==> config.mk <==
export PLATFORM = sky130hd
export DESIGN_NAME = fpu_top
export DESIGN_NICKNAME = d
export VERILOG_FILES = /design/src/verilog/fp_ctrl_pkg.sv /design/src/verilog/fp_format_pkg.sv /design/src/verilog/fpu_top.sv /design/src/verilog/fp_datapath.sv /design/src/verilog/fp_sequencer.sv /design/src/verilog/fp_bus_slave.sv /design/src/verilog/fp_step_timer.sv
export SDC_FILE = /design/constraint.sdc
export NUM_CORES = 1
export LEC_CHECK = 0
export ABC_CLOCK_PERIOD_IN_PS = 3100
export BUFFER_PORTS_ARGS = -buffer_cell sky130_fd_sc_hd__buf_2
export CAP_MARGIN = 25
export CORE_MARGIN = 4
export CORE_UTILIZATION = 56
export DETAILED_ROUTE_END_ITERATION = 16
export HOLD_SLACK_MARGIN = 0.15
export PLACE_DENSITY = 0.86
export SLEW_MARGIN = 20
export SYNTH_ARGS = -nofsm -noshare
export SYNTH_HDL_FRONTEND = slang
export SYNTH_HIERARCHICAL = 1
export SYNTH_SLANG_ARGS = --single-unit
==> constraint.sdc <==
create_clock -name got_fp -period 3.1 [get_ports got_fp]
set_clock_uncertainty 0.2 [all_clocks]
set_input_delay 0.155 -clock got_fp [delete_from_list [all_inputs] [get_ports got_fp]]
set_output_delay 0.155 -clock got_fp [all_outputs]
set_load 0.03 [all_outputs]
==> src/verilog/fp_ctrl_pkg.sv <==
//////////////////////////////
// fp control
// sequencer states, register map and step timing
//////////////////////////////

`default_nettype none

package fp_ctrl_pkg;

	typedef enum logic [2:0] {
		seq_idle,
		seq_load,
		seq_align,
		seq_add,
		seq_fix,
		seq_norm,
		seq_done
	} seq_state_t;

	localparam int adr_w = 2;
	typedef logic [adr_w-1:0] adr_t;

	localparam adr_t addr_a = 2'd0;
	localparam adr_t addr_b = 2'd1;
	localparam adr_t addr_ctrl = 2'd2;
	localparam adr_t addr_res = 2'd3;

	// control word, op shares its bit with the status readback
	localparam int ctrl_op_bit = 0;
	localparam int stat_zero = 1;
	localparam int stat_ovf = 2;
	localparam int stat_unf = 3;
	localparam int stat_busy = 15;

	localparam int settle_w = 3;
	typedef logic [settle_w-1:0] settle_t;

	localparam settle_t settle_short = 3'd1;
	localparam settle_t settle_long = 3'd3;

endpackage

`default_nettype wire

==> src/verilog/fp_format_pkg.sv <==
//////////////////////////////
// fp format
// widths and field types of the 16-bit add/subtract word
//////////////////////////////

`default_nettype none

package fp_format_pkg;

	localparam int word_w = 16;
	localparam int exp_w = 5;
	localparam int man_w = 10;

	// sign, unbiased exponent, mantissa with explicit leading one
	typedef logic [word_w-1:0] fp_word_t;
	typedef logic [exp_w-1:0] fp_exp_t;
	typedef logic [man_w-1:0] fp_man_t;

	// mantissa plus carry position out of the adder
	typedef logic [man_w:0] man_ext_t;

	localparam fp_exp_t exp_max = 5'd31;

	// field positions inside a word
	localparam int sign_bit = word_w - 1;
	localparam int exp_lsb = man_w;

endpackage

`default_nettype wire
==> src/verilog/fpu_top.sv <==
//////////////////////////////
// fpu top
// add/subtract unit behind a wishbone slave
//////////////////////////////

`timescale 1ns/1ps
`default_nettype none

module fpu_top (
	input  logic got_fp,
	input  logic _0_f_,
	input  logic cyc,
	input  logic stb,
	input  logic we,
	input  fp_ctrl_pkg::adr_t adr,
	input  fp_format_pkg::fp_word_t dat_w,
	output fp_format_pkg::fp_word_t dat_r,
	output logic ack
);

	fp_format_pkg::fp_word_t op_a, op_b, res;
	logic op, start, busy, done, strobe;
	logic flag_zero, flag_ovf, flag_unf;
	logic step_go, step_long;
	logic ld_ops, do_align, do_add, do_fix, do_norm;
	logic norm_ok, carry, man_zero, exp_hit_max, exp_hit_min;

	fp_bus_slave u_slave (
		.got_fp(got_fp), ._0_f_(_0_f_),
		.cyc(cyc), .stb(stb), .we(we), .adr(adr),
		.dat_w(dat_w), .dat_r(dat_r), .ack(ack),
		.op_a(op_a), .op_b(op_b), .op(op), .start(start),
		.busy(busy), .done(done), .res(res),
		.flag_zero(flag_zero), .flag_ovf(flag_ovf), .flag_unf(flag_unf)
	);

	fp_sequencer u_seq (
		.got_fp(got_fp), ._0_f_(_0_f_), .start(start), .op(op),
		.strobe(strobe), .norm_ok(norm_ok), .carry(carry), .man_zero(man_zero),
		.exp_hit_max(exp_hit_max), .exp_hit_min(exp_hit_min),
		.step_go(step_go), .step_long(step_long),
		.ld_ops(ld_ops), .do_align(do_align), .do_add(do_add),
		.do_fix(do_fix), .do_norm(do_norm), .busy(busy), .done(done),
		.flag_zero(flag_zero), .flag_ovf(flag_ovf), .flag_unf(flag_unf)
	);

	fp_step_timer u_timer (
		.got_fp(got_fp), ._0_f_(_0_f_),
		.step_go(step_go), .step_long(step_long), .strobe(strobe)
	);

	// underflow flag flushes the result word
	fp_datapath u_dp (
		.got_fp(got_fp), ._0_f_(_0_f_),
		.op_a(op_a), .op_b(op_b), .op(op),
		.ld_ops(ld_ops), .do_align(do_align), .do_add(do_add),
		.do_fix(do_fix), .do_norm(do_norm), .flush(flag_unf),
		.res(res), .norm_ok(norm_ok), .carry(carry), .man_zero(man_zero),
		.exp_hit_max(exp_hit_max), .exp_hit_min(exp_hit_min)
	);

endmodule

`default_nettype wire

==> src/verilog/fp_datapath.sv <==
//////////////////////////////
// datapath
// swap, align, add, carry fix and normalize registers
//////////////////////////////

`timescale 1ns/1ps
`default_nettype none

module fp_datapath (
	input  logic got_fp,
	input  logic _0_f_,
	input  fp_format_pkg::fp_word_t op_a,
	input  fp_format_pkg::fp_word_t op_b,
	input  logic op,
	input  logic ld_ops,
	input  logic do_align,
	input  logic do_add,
	input  logic do_fix,
	input  logic do_norm,
	input  logic flush,
	output fp_format_pkg::fp_word_t res,
	output logic norm_ok,
	output logic carry,
	output logic man_zero,
	output logic exp_hit_max,
	output logic exp_hit_min
);

	localparam int mag_w = fp_format_pkg::word_w - 1;
	localparam int man_w = fp_format_pkg::man_w;

	fp_format_pkg::fp_exp_t a_exp, b_exp, exp_r, shift_r;
	fp_format_pkg::fp_man_t a_man, b_man, man_l, man_s;
	fp_format_pkg::man_ext_t sum_r;
	logic [mag_w-1:0] key_a, key_b;
	logic a_sign, b_sign, swap, sign_r, eff_sub;

	assign a_sign = op_a[fp_format_pkg::sign_bit];
	assign b_sign = op_b[fp_format_pkg::sign_bit];
	assign a_exp = op_a[fp_format_pkg::exp_lsb +: fp_format_pkg::exp_w];
	assign b_exp = op_b[fp_format_pkg::exp_lsb +: fp_format_pkg::exp_w];
	assign a_man = op_a[man_w-1:0];
	assign b_man = op_b[man_w-1:0];

	// a zero mantissa ranks lowest whatever its exponent
	assign key_a = (a_man == '0) ? '0 : op_a[mag_w-1:0];
	assign key_b = (b_man == '0) ? '0 : op_b[mag_w-1:0];
	assign swap = key_b > key_a;

	always_ff @(posedge got_fp or negedge _0_f_) begin
		if (!_0_f_) begin
			sign_r <= 1'b0;
			eff_sub <= 1'b0;
			exp_r <= '0;
			shift_r <= '0;
			man_l <= '0;
			man_s <= '0;
			sum_r <= '0;
		end else if (ld_ops) begin
			sign_r <= swap ? (b_sign ^ op) : a_sign;
			eff_sub <= a_sign ^ b_sign ^ op;
			exp_r <= swap ? b_exp : a_exp;
			shift_r <= swap ? (b_exp - a_exp) : (a_exp - b_exp);
			man_l <= swap ? b_man : a_man;
			man_s <= swap ? a_man : b_man;
		end else if (do_align) begin
			// shifts of 11 and up leave nothing
			man_s <= man_s >> shift_r;
		end else if (do_add) begin
			if (eff_sub)
				sum_r <= {1'b0, man_l} - {1'b0, man_s};
			else
				sum_r <= {1'b0, man_l} + {1'b0, man_s};
		end else if (do_fix) begin
			if (carry) begin
				man_l <= sum_r[man_w:1];
				// exponent saturates, overflow is flagged
				if (!exp_hit_max)
					exp_r <= exp_r + 1'b1;
			end else begin
				man_l <= sum_r[man_w-1:0];
			end
		end else if (do_norm) begin
			man_l <= man_l << 1;
			exp_r <= exp_r - 1'b1;
		end
	end

	assign carry = sum_r[man_w];
	assign man_zero = man_l == '0;
	assign norm_ok = man_l[man_w-1] | man_zero;
	assign exp_hit_max = exp_r == fp_format_pkg::exp_max;
	assign exp_hit_min = exp_r == '0;

	// zero and underflow both give the all-zero word
	assign res = (flush || man_zero) ? '0 : {sign_r, exp_r, man_l};

endmodule

`default_nettype wire

==> src/verilog/fp_sequencer.sv <==
//////////////////////////////
// sequencer
// steps the add/subtract phases and derives result flags
//////////////////////////////

`timescale 1ns/1ps
`default_nettype none

module fp_sequencer (
	input  logic got_fp,
	input  logic _0_f_,
	input  logic start,
	input  logic op,
	input  logic strobe,
	input  logic norm_ok,
	input  logic carry,
	input  logic man_zero,
	input  logic exp_hit_max,
	input  logic exp_hit_min,
	output logic step_go,
	output logic step_long,
	output logic ld_ops,
	output logic do_align,
	output logic do_add,
	output logic do_fix,
	output logic do_norm,
	output logic busy,
	output logic done,
	output logic flag_zero,
	output logic flag_ovf,
	output logic flag_unf
);

	fp_ctrl_pkg::seq_state_t state;
	logic norm_stop;

	// normalize ends on a leading one or at exponent zero
	assign norm_stop = norm_ok | exp_hit_min;

	always_ff @(posedge got_fp or negedge _0_f_) begin
		if (!_0_f_) begin
			state <= fp_ctrl_pkg::seq_idle;
			step_go <= 1'b0;
			flag_zero <= 1'b0;
			flag_ovf <= 1'b0;
			flag_unf <= 1'b0;
		end else begin
			step_go <= 1'b0;
			if (state == fp_ctrl_pkg::seq_idle) begin
				if (start) begin
					state <= fp_ctrl_pkg::seq_load;
					step_go <= 1'b1;
					flag_zero <= 1'b0;
					flag_ovf <= 1'b0;
					flag_unf <= 1'b0;
				end
			end else if (strobe) begin
				step_go <= 1'b1;
				unique case (state)
					fp_ctrl_pkg::seq_load: state <= fp_ctrl_pkg::seq_align;
					fp_ctrl_pkg::seq_align: state <= fp_ctrl_pkg::seq_add;
					fp_ctrl_pkg::seq_add: state <= fp_ctrl_pkg::seq_fix;
					fp_ctrl_pkg::seq_fix: begin
						state <= fp_ctrl_pkg::seq_norm;
						if (carry && exp_hit_max)
							flag_ovf <= 1'b1;
					end
					fp_ctrl_pkg::seq_norm: begin
						// stays here one shift per strobe
						if (norm_ok) begin
							state <= fp_ctrl_pkg::seq_done;
							flag_zero <= man_zero;
						end else if (exp_hit_min) begin
							state <= fp_ctrl_pkg::seq_done;
							flag_unf <= 1'b1;
						end
					end
					default: begin
						state <= fp_ctrl_pkg::seq_idle;
						step_go <= 1'b0;
					end
				endcase
			end
		end
	end

	// align shift and adder settle longer
	assign step_long = state == fp_ctrl_pkg::seq_align ||
		state == fp_ctrl_pkg::seq_add;

	assign busy = state != fp_ctrl_pkg::seq_idle;

	assign ld_ops = strobe && state == fp_ctrl_pkg::seq_load;
	assign do_align = strobe && state == fp_ctrl_pkg::seq_align;
	assign do_add = strobe && state == fp_ctrl_pkg::seq_add;
	assign do_fix = strobe && state == fp_ctrl_pkg::seq_fix;
	assign do_norm = strobe && state == fp_ctrl_pkg::seq_norm && !norm_stop;
	assign done = strobe && state == fp_ctrl_pkg::seq_done;

endmodule

`default_nettype wire

==> src/verilog/fp_bus_slave.sv <==
//////////////////////////////
// bus slave
// wishbone classic registers for operands, control and result
//////////////////////////////

`timescale 1ns/1ps
`default_nettype none

module fp_bus_slave (
	input  logic got_fp,
	input  logic _0_f_,
	input  logic cyc,
	input  logic stb,
	input  logic we,
	input  fp_ctrl_pkg::adr_t adr,
	input  fp_format_pkg::fp_word_t dat_w,
	output fp_format_pkg::fp_word_t dat_r,
	output logic ack,
	output fp_format_pkg::fp_word_t op_a,
	output fp_format_pkg::fp_word_t op_b,
	output logic op,
	output logic start,
	input  logic busy,
	input  logic done,
	input  fp_format_pkg::fp_word_t res,
	input  logic flag_zero,
	input  logic flag_ovf,
	input  logic flag_unf
);

	fp_format_pkg::fp_word_t res_q;
	fp_format_pkg::fp_word_t rd_data;
	logic zero_q, ovf_q, unf_q;
	logic req, wr_en;

	// new request, ack not yet given
	assign req = cyc & stb & ~ack;
	assign wr_en = req & we;

	always_ff @(posedge got_fp or negedge _0_f_) begin
		if (!_0_f_) begin
			ack <= 1'b0;
			start <= 1'b0;
			op <= 1'b0;
			zero_q <= 1'b0;
			ovf_q <= 1'b0;
			unf_q <= 1'b0;
		end else begin
			ack <= req;
			start <= 1'b0;
			// control write while busy is acked and dropped
			if (wr_en && adr == fp_ctrl_pkg::addr_ctrl && !busy) begin
				start <= 1'b1;
				op <= dat_w[fp_ctrl_pkg::ctrl_op_bit];
			end
			if (done) begin
				zero_q <= flag_zero;
				ovf_q <= flag_ovf;
				unf_q <= flag_unf;
			end
		end
	end

	always_ff @(posedge got_fp) begin
		if (wr_en && adr == fp_ctrl_pkg::addr_a)
			op_a <= dat_w;
		if (wr_en && adr == fp_ctrl_pkg::addr_b)
			op_b <= dat_w;
		if (done)
			res_q <= res;
		if (req)
			dat_r <= rd_data;
	end

	always_comb begin
		rd_data = '0;
		case (adr)
			fp_ctrl_pkg::addr_a: rd_data = op_a;
			fp_ctrl_pkg::addr_b: rd_data = op_b;
			fp_ctrl_pkg::addr_ctrl: begin
				// status word
				rd_data[fp_ctrl_pkg::ctrl_op_bit] = op;
				rd_data[fp_ctrl_pkg::stat_zero] = zero_q;
				rd_data[fp_ctrl_pkg::stat_ovf] = ovf_q;
				rd_data[fp_ctrl_pkg::stat_unf] = unf_q;
				rd_data[fp_ctrl_pkg::stat_busy] = busy;
			end
			default: rd_data = res_q;
		endcase
	end

endmodule

`default_nettype wire

==> src/verilog/fp_step_timer.sv <==
//////////////////////////////
// step timer
// counter one-shot giving each step its settle time
//////////////////////////////

`timescale 1ns/1ps
`default_nettype none

module fp_step_timer (
	input  logic got_fp,
	input  logic _0_f_,
	input  logic step_go,
	input  logic step_long,
	output logic strobe
);

	fp_ctrl_pkg::settle_t cnt;
	logic run;

	always_ff @(posedge got_fp or negedge _0_f_) begin
		if (!_0_f_) begin
			cnt <= '0;
			run <= 1'b0;
			strobe <= 1'b0;
		end else begin
			strobe <= 1'b0;
			if (step_go) begin
				// retrigger, a new step restarts the count
				cnt <= step_long ? fp_ctrl_pkg::settle_long : fp_ctrl_pkg::settle_short;
				run <= 1'b1;
			end else if (run) begin
				if (cnt == '0) begin
					run <= 1'b0;
					strobe <= 1'b1;
				end else begin
					cnt <= cnt - 1'b1;
				end
			end
		end
	end

endmodule

`default_nettype wire

## After elaboration in Yosys (flattened, before gate mapping)

Index checks and enable logic that the tools add are counted.

- Register bits: 125
- Input port bits: 23
- Output and inout bits: 17
- Logic and storage cells: 165

- Add/subtract/negate cells: 7
- $lt $le $gt $ge: 1
- Eq/ne operators: 17
- Shift-type cells: 1
- Muxes and demuxes: 61
- Bitwise gates (word level): 11
- Reductions and logical operators: 42

Operators by type and width:

| cell | number |
|---|---|
| $mux 10 | 10 |
| $mux 5 | 9 |
| $pmux 11 s3 | 1 |
| $logic_not 10->1 | 3 |
| $mux 15 | 2 |
| $mux 1 | 26 |
| $mux 3 | 8 |
| $reduce_bool 2->1 | 8 |
| $gt 15x15->1 | 1 |
| $pmux 3 s5 | 1 |
| $logic_and 1x1->1 | 12 |
| $pmux 4 s3 | 1 |
| $add 10x10->11 | 1 |
| $mux 11 | 1 |
| $sub 10x10->11 | 1 |
| $ne 2x2->1 const B | 5 |
| $reduce_and 5->1 | 2 |
| $shr 10x5->10 | 1 |
| $sub 5x5->5 | 2 |
| $eq 3x3->1 const B | 3 |
| $reduce_and 3->1 | 3 |
| $reduce_and 4->1 | 2 |
| $eq 3x2->1 const B | 2 |
| $logic_not 3->1 | 2 |
| 23 further kinds | 33 |

## Longest topological paths before layout

- Depth after elaboration: 10
- Depth in mapped cells: 14
- Mapped depth without buffers: 14

## Cells and area by module

The synthesis kept the hierarchy.

By module, submodules not included:

| module | instances | cells each | area an instance (um2) | seq. area each (um2) |
|---|---|---|---|---|
| fp_datapath | 1 | 523 | 4160.2 | 1076.0 |
| fp_bus_slave | 1 | 124 | 2552.4 | 2072.0 |
| fp_sequencer | 1 | 44 | 422.9 | 175.2 |
| fp_step_timer | 1 | 20 | 245.2 | 125.1 |

## Worst setup path before layout

No wires, ideal clock.

- Path kind: reg-to-reg
- From: reg u_seq.state[1]
- To: reg u_dp.exp_r[4]
- Library setup time: 0.121 ns
- Arrival time: 2.832 ns
- Required time: 2.779 ns
- Path slack: -0.053 ns
- Stages on the path, launching flop included: 13
- Path buffers: 3
- Period minus slack after synthesis: 3.153 ns
- Cell sequence: dfrtp_1 > buf_4 > nor3_2 > clkbuf_1 > clkbuf_1 > inv_1 > fa_1 > a21o_1 > a21oi_1 > xnor2_1 > a21oi_1 > o31ai_1 > a22o_1

- Longest elaborated chain between the ends: 6
- Elaborated cells on any way between the ends: 21
- Classes of those cells: 9 x eq/ne; 4 x mux; 8 x reduce/logical

RTL lines:

| what | RTL line | source |
|---|---|---|
| from (decl) | fp_sequencer.sv:34 | `fp_ctrl_pkg::seq_state_t state;` |
| from (signal assigned) | fp_sequencer.sv:42 | `state <= fp_ctrl_pkg::seq_idle;` |
| from (signal assigned) | fp_sequencer.sv:51 | `state <= fp_ctrl_pkg::seq_load;` |
| from (signal assigned) | fp_sequencer.sv:60 | `fp_ctrl_pkg::seq_load: state <= fp_ctrl_pkg::seq_align;` |
| $eq 3x3->1 (*) | fp_sequencer.sv:96 | `assign do_fix = strobe && state == fp_ctrl_pkg::seq_fix;` |
| $logic_and 1x1->1 (*) | fp_sequencer.sv:96 |  |
| via do_fix | fpu_top.sv:25 | `logic ld_ops, do_align, do_add, do_fix, do_norm;` |
| $mux 5 | fp_datapath.sv:74 | `end else if (do_fix) begin` |
| $mux 5 | fp_datapath.sv:69 | `end else if (do_add) begin` |
| $mux 5 | fp_datapath.sv:66 | `end else if (do_align) begin` |
| $mux 5 | fp_datapath.sv:59 | `end else if (ld_ops) begin` |
| to (signal assigned) | fp_datapath.sv:62 | `exp_r <= swap ? b_exp : a_exp;` |
| to (signal assigned) | fp_datapath.sv:79 | `exp_r <= exp_r + 1'b1;` |
| to (signal assigned) | fp_datapath.sv:85 | `exp_r <= exp_r - 1'b1;` |
| to (decl) | fp_datapath.sv:32 | `fp_format_pkg::fp_exp_t a_exp, b_exp, exp_r, shift_r;` |

The timed path passes the listed nets; every way through them passes the cells marked *. The select of a mux whose other input is x is not followed.
A chain may end at the register's enable or synchronous reset.

## Final worst setup path

- From: reg u_slave.op_b[3]
- To: reg u_dp.man_s[4]

- Longest elaborated chain between the ends: 5

RTL lines:

| what | RTL line | source |
|---|---|---|
| from (decl) | fp_bus_slave.sv:20 | `output fp_format_pkg::fp_word_t op_b,` |
| from (signal assigned) | fp_bus_slave.sv:68 | `op_b <= dat_w;` |
| $logic_not 10->1 | fp_datapath.sv:47 | `assign key_b = (b_man == '0) ? '0 : op_b[mag_w-1:0];` |
| $mux 15 (*) | fp_datapath.sv:47 |  |
| $gt 15x15->1 (*) | fp_datapath.sv:48 | `assign swap = key_b > key_a;` |
| $mux 10 (*) | fp_datapath.sv:65 | `man_s <= swap ? a_man : b_man;` |
| $mux 10 (*) | fp_datapath.sv:59 |  |
| to (signal assigned) | fp_datapath.sv:65 |  |
| to (signal assigned) | fp_datapath.sv:68 | `man_s <= man_s >> shift_r;` |
| to (decl) | fp_datapath.sv:33 | `fp_format_pkg::fp_man_t a_man, b_man, man_l, man_s;` |

Every way passes the cells marked *; elsewhere a longest branch is shown, timed or not.

==> results.sh <==
export IMPL_fin_crit_ps=3110
export IMPL_yosysMostFrequentCell="a21oi_1"
export IMPL_critical_path_required_ps=3190
export IMPL_core_um2=12800
export IMPL_worstSetupPathType="flip-flop to flip-flop"
export IMPL_h_tree_depth=4
export IMPL_fin_util=0.709
export IMPL_drcViolationCount=0
export IMPL_slew_viol_final=0
export IMPL_max_freq_mhz=321
export IMPL_grt_pass1_vias=6142
export IMPL_ys_types=67
export IMPL_busiest_layer="met2"
export IMPL_grtUsageMet3=0.0728
export IMPL_synthFlopType="edfxtp_1"
export IMPL_synth_commonest_cells="65 x a21oi_1, 64 x edfxtp_1, 61 x dfrtp_1"
export IMPL_grt_overflow=0
export IMPL_wl_per_cell_um=20.2
export IMPL_die_x_um=123
export IMPL_crit_fanout=6
export IMPL_ant_nets=0
export IMPL_multiInputGateArea_um2=3750
export IMPL_final_setup_viol_count=3
export IMPL_power_leakage_nw=3.85
export IMPL_io_pins=40
export IMPL_grt_max_degree=47
export IMPL_peakVddDrop_mv=0.436
export IMPL_nets=871
export IMPL_track_usage=0.269
export IMPL_cts_sink_count=125
export IMPL_vias_per_cell=6.29
export IMPL_antenna_found_initial=0
export IMPL_num_rows=41
export IMPL_status="complete, but fails checks"
export IMPL_drive_gt1_frac=0.224
export IMPL_finalWirelength_um=20000
export IMPL_routabilityCongestion=0.960
export IMPL_synth_top_area_frac=0.260
export IMPL_ys_ff_latch=125
export IMPL_fill_cells=825
export IMPL_hold_start="cyc"
export IMPL_crit_path_end_kind="flip-flop"
export IMPL_period_share=1.00
export IMPL_syn_inst=711
export IMPL_avgSynthCellArea_um2=10.4
export IMPL_drt_iter0_markers=742
export IMPL_vias=6229
export IMPL_die_h_um=123
export IMPL_tritoncts="done"
export IMPL_synth_yosys_seq_area_share=0.467
export IMPL_n_antenna_cell=0
export IMPL_cp_arrival_ps=3210
export IMPL_yosys_warnings=6
export IMPL_placed_area_um2=7970
export IMPL_reg2reg_from="u_slave/op_b[3]$_DFFE_PP_"
export IMPL_start_util=0.578
export IMPL_crit_path_start="u_slave/op_b[3]$_DFFE_PP_"
export IMPL_start_kind="flip-flop"
export IMPL_ys_async_sr_fraction=0.488
export IMPL_area_delta_synth_final_pct=22.7
export IMPL_drv_cap=0
export IMPL_cts_made_buffers=17
export IMPL_clk_insertion_delay_late_ps=420
export IMPL_portBuffers=39
export IMPL_seq_area_um2=3450
export IMPL_grtUsageMet1=0.336
export IMPL_powerDensity_nw_per_um2=819
export IMPL_rsz0062_at_grt="yes"
export IMPL_fin_ws_ps=-14.7
export IMPL_yosys_top_cells_area="edfxtp_1 26%, dfrtp_1 21%, mux2i_1 6.6%"
export IMPL_path_clk_slew_ps=60
export IMPL_clockRootBuffer="clkbuf_16"
export IMPL_dieArea_um2=15100
export IMPL_worstMarginPinSlew_ps=806
export IMPL_clk_path_buf_depth=2
export IMPL_final_area_um2=9060
export IMPL_hp_class="primary input to flip-flop"
export IMPL_first_pass_iters=7
export IMPL_synth_largest_area_cell="edfxtp_1"
export IMPL_finalHoldViolCount=0
export IMPL_syn_cell_area_um2=7380
export IMPL_grt_pass1_wl_um=30900
export IMPL_violations="setup timing"
export IMPL_syn_nets=777
export IMPL_synth_edff_count=64
export IMPL_hpwl_um=13900
export IMPL_grtUsageMet2=0.434
export IMPL_max_slew_margin_rel=0.461
==> timing repair <==
| item | CTS | global route |
|---|---|---|
| setup buffers | 0 | 6 |
| pin swaps | 1 | 17 |
| endpoints found under the hold margin | 128 | 0 |
| setup endpoints to repair | 5 | 31 |
| hold buffers | 25 | 0 |
| gates resized for setup | 4 | 33 |
==> layer usage <==
metal / up-vias / share of wire
met4: 0 / 0.041
met3: 80 / 0.10
met2: 401 / 0.48
li1: 2756 / -
met5: - / 0
met1: 2992 / 0.37
==> state kept, by name, indices dropped and copies added (netlist names), 3 cells and up <==
name	cells
u_slave/dat_r	16
u_slave/op_a	16
u_slave/op_b	16
u_slave/res_q	16
u_dp/sum_r	11
u_dp/man_l	10
u_dp/man_s	10
u_dp/exp_r	5
u_dp/shift_r	5
u_seq/state	3
u_timer/cnt	3
==> kinds of logic after synthesis <==
group | share of synthesized area
mux | 0.101
simple gates | 0.134
compound gates | 0.141
flops | 0.467
buf+inv | 0.0502
fa+ha+maj | 0.0770
xor+xnor | 0.0297
==> where the power goes <==
group	internal (mW)	switching [mW]
logic	1.40	1.64
registers	2.03	0.376
clock network	1.27	0.698
==> critical path: stages (launching register included) <==
cell      delay (ps)
edfxtp_1         400
nor4_2           350
buf_4            210
a31oi_1          140
ha_1             340
nand4_1          140
nor2_2            60
o31a_1           110
o31a_4           390
buf_6            150
buf_4            140
mux2i_2          210
o221ai_2         130
==> layout make-up <==
type / instances / area share
Multi-Input combinational cell: 501 / 0.415
Timing Repair Buffer: 118 / 0.0984
Clock inverter: 12 / 0.0159
Clock buffer: 20 / 0.0493
Tap cell: 172 / 0.0238
Sequential cell: 125 / 0.381
Inverter: 42 / 0.0174
==> path summary, 6_finish.rpt <==
check | to | slack (ps) | depth (start not counted)
max | u_dp/man_s[4]$_DFFE_PN0P_ | -10 | 12
min | u_slave/op_a[12]$_DFFE_PP_ | 220 | 4
max reg2reg | u_dp/man_s[4]$_DFFE_PN0P_ | -10 | 12
min reg2reg | u_seq/flag_ovf$_DFFE_PN0P_ | 290 | 1
max in group asynchronous | u_dp/sum_r[4]$_DFFE_PN0P_ | 1840 | 4
min in group asynchronous | u_dp/man_s[6]$_DFFE_PN0P_ | 610 | 4
==> cells in the final DEF (no fill, tap or decap), drive strengths merged, types with 24 or more instances in the layout <==
master and n:
buf 94, a21oi 65, edfxtp 64, dfrtp 61, nor2 58, nand2 49, mux2i 49, inv 42
o21ai 41, ha 39, dlygate4sd3 24
==> stage by stage <==
stage	cells	hold slack, ps	power, mW	setup slack [ps]	TNS [ps]
floorplan	711	-341	4.44	51.5	0
global route	990	217	7.83	-91.6	-888
global placement	927	142	5.04	75.0	0
finish	990	218	7.42	-14.7	-20.7
CTS	984	210	7.23	9.21	0
detailed placement	927	39.3	5.21	-56.5	-99.7
Note: power is estimated with default switching activity, not from simulation.
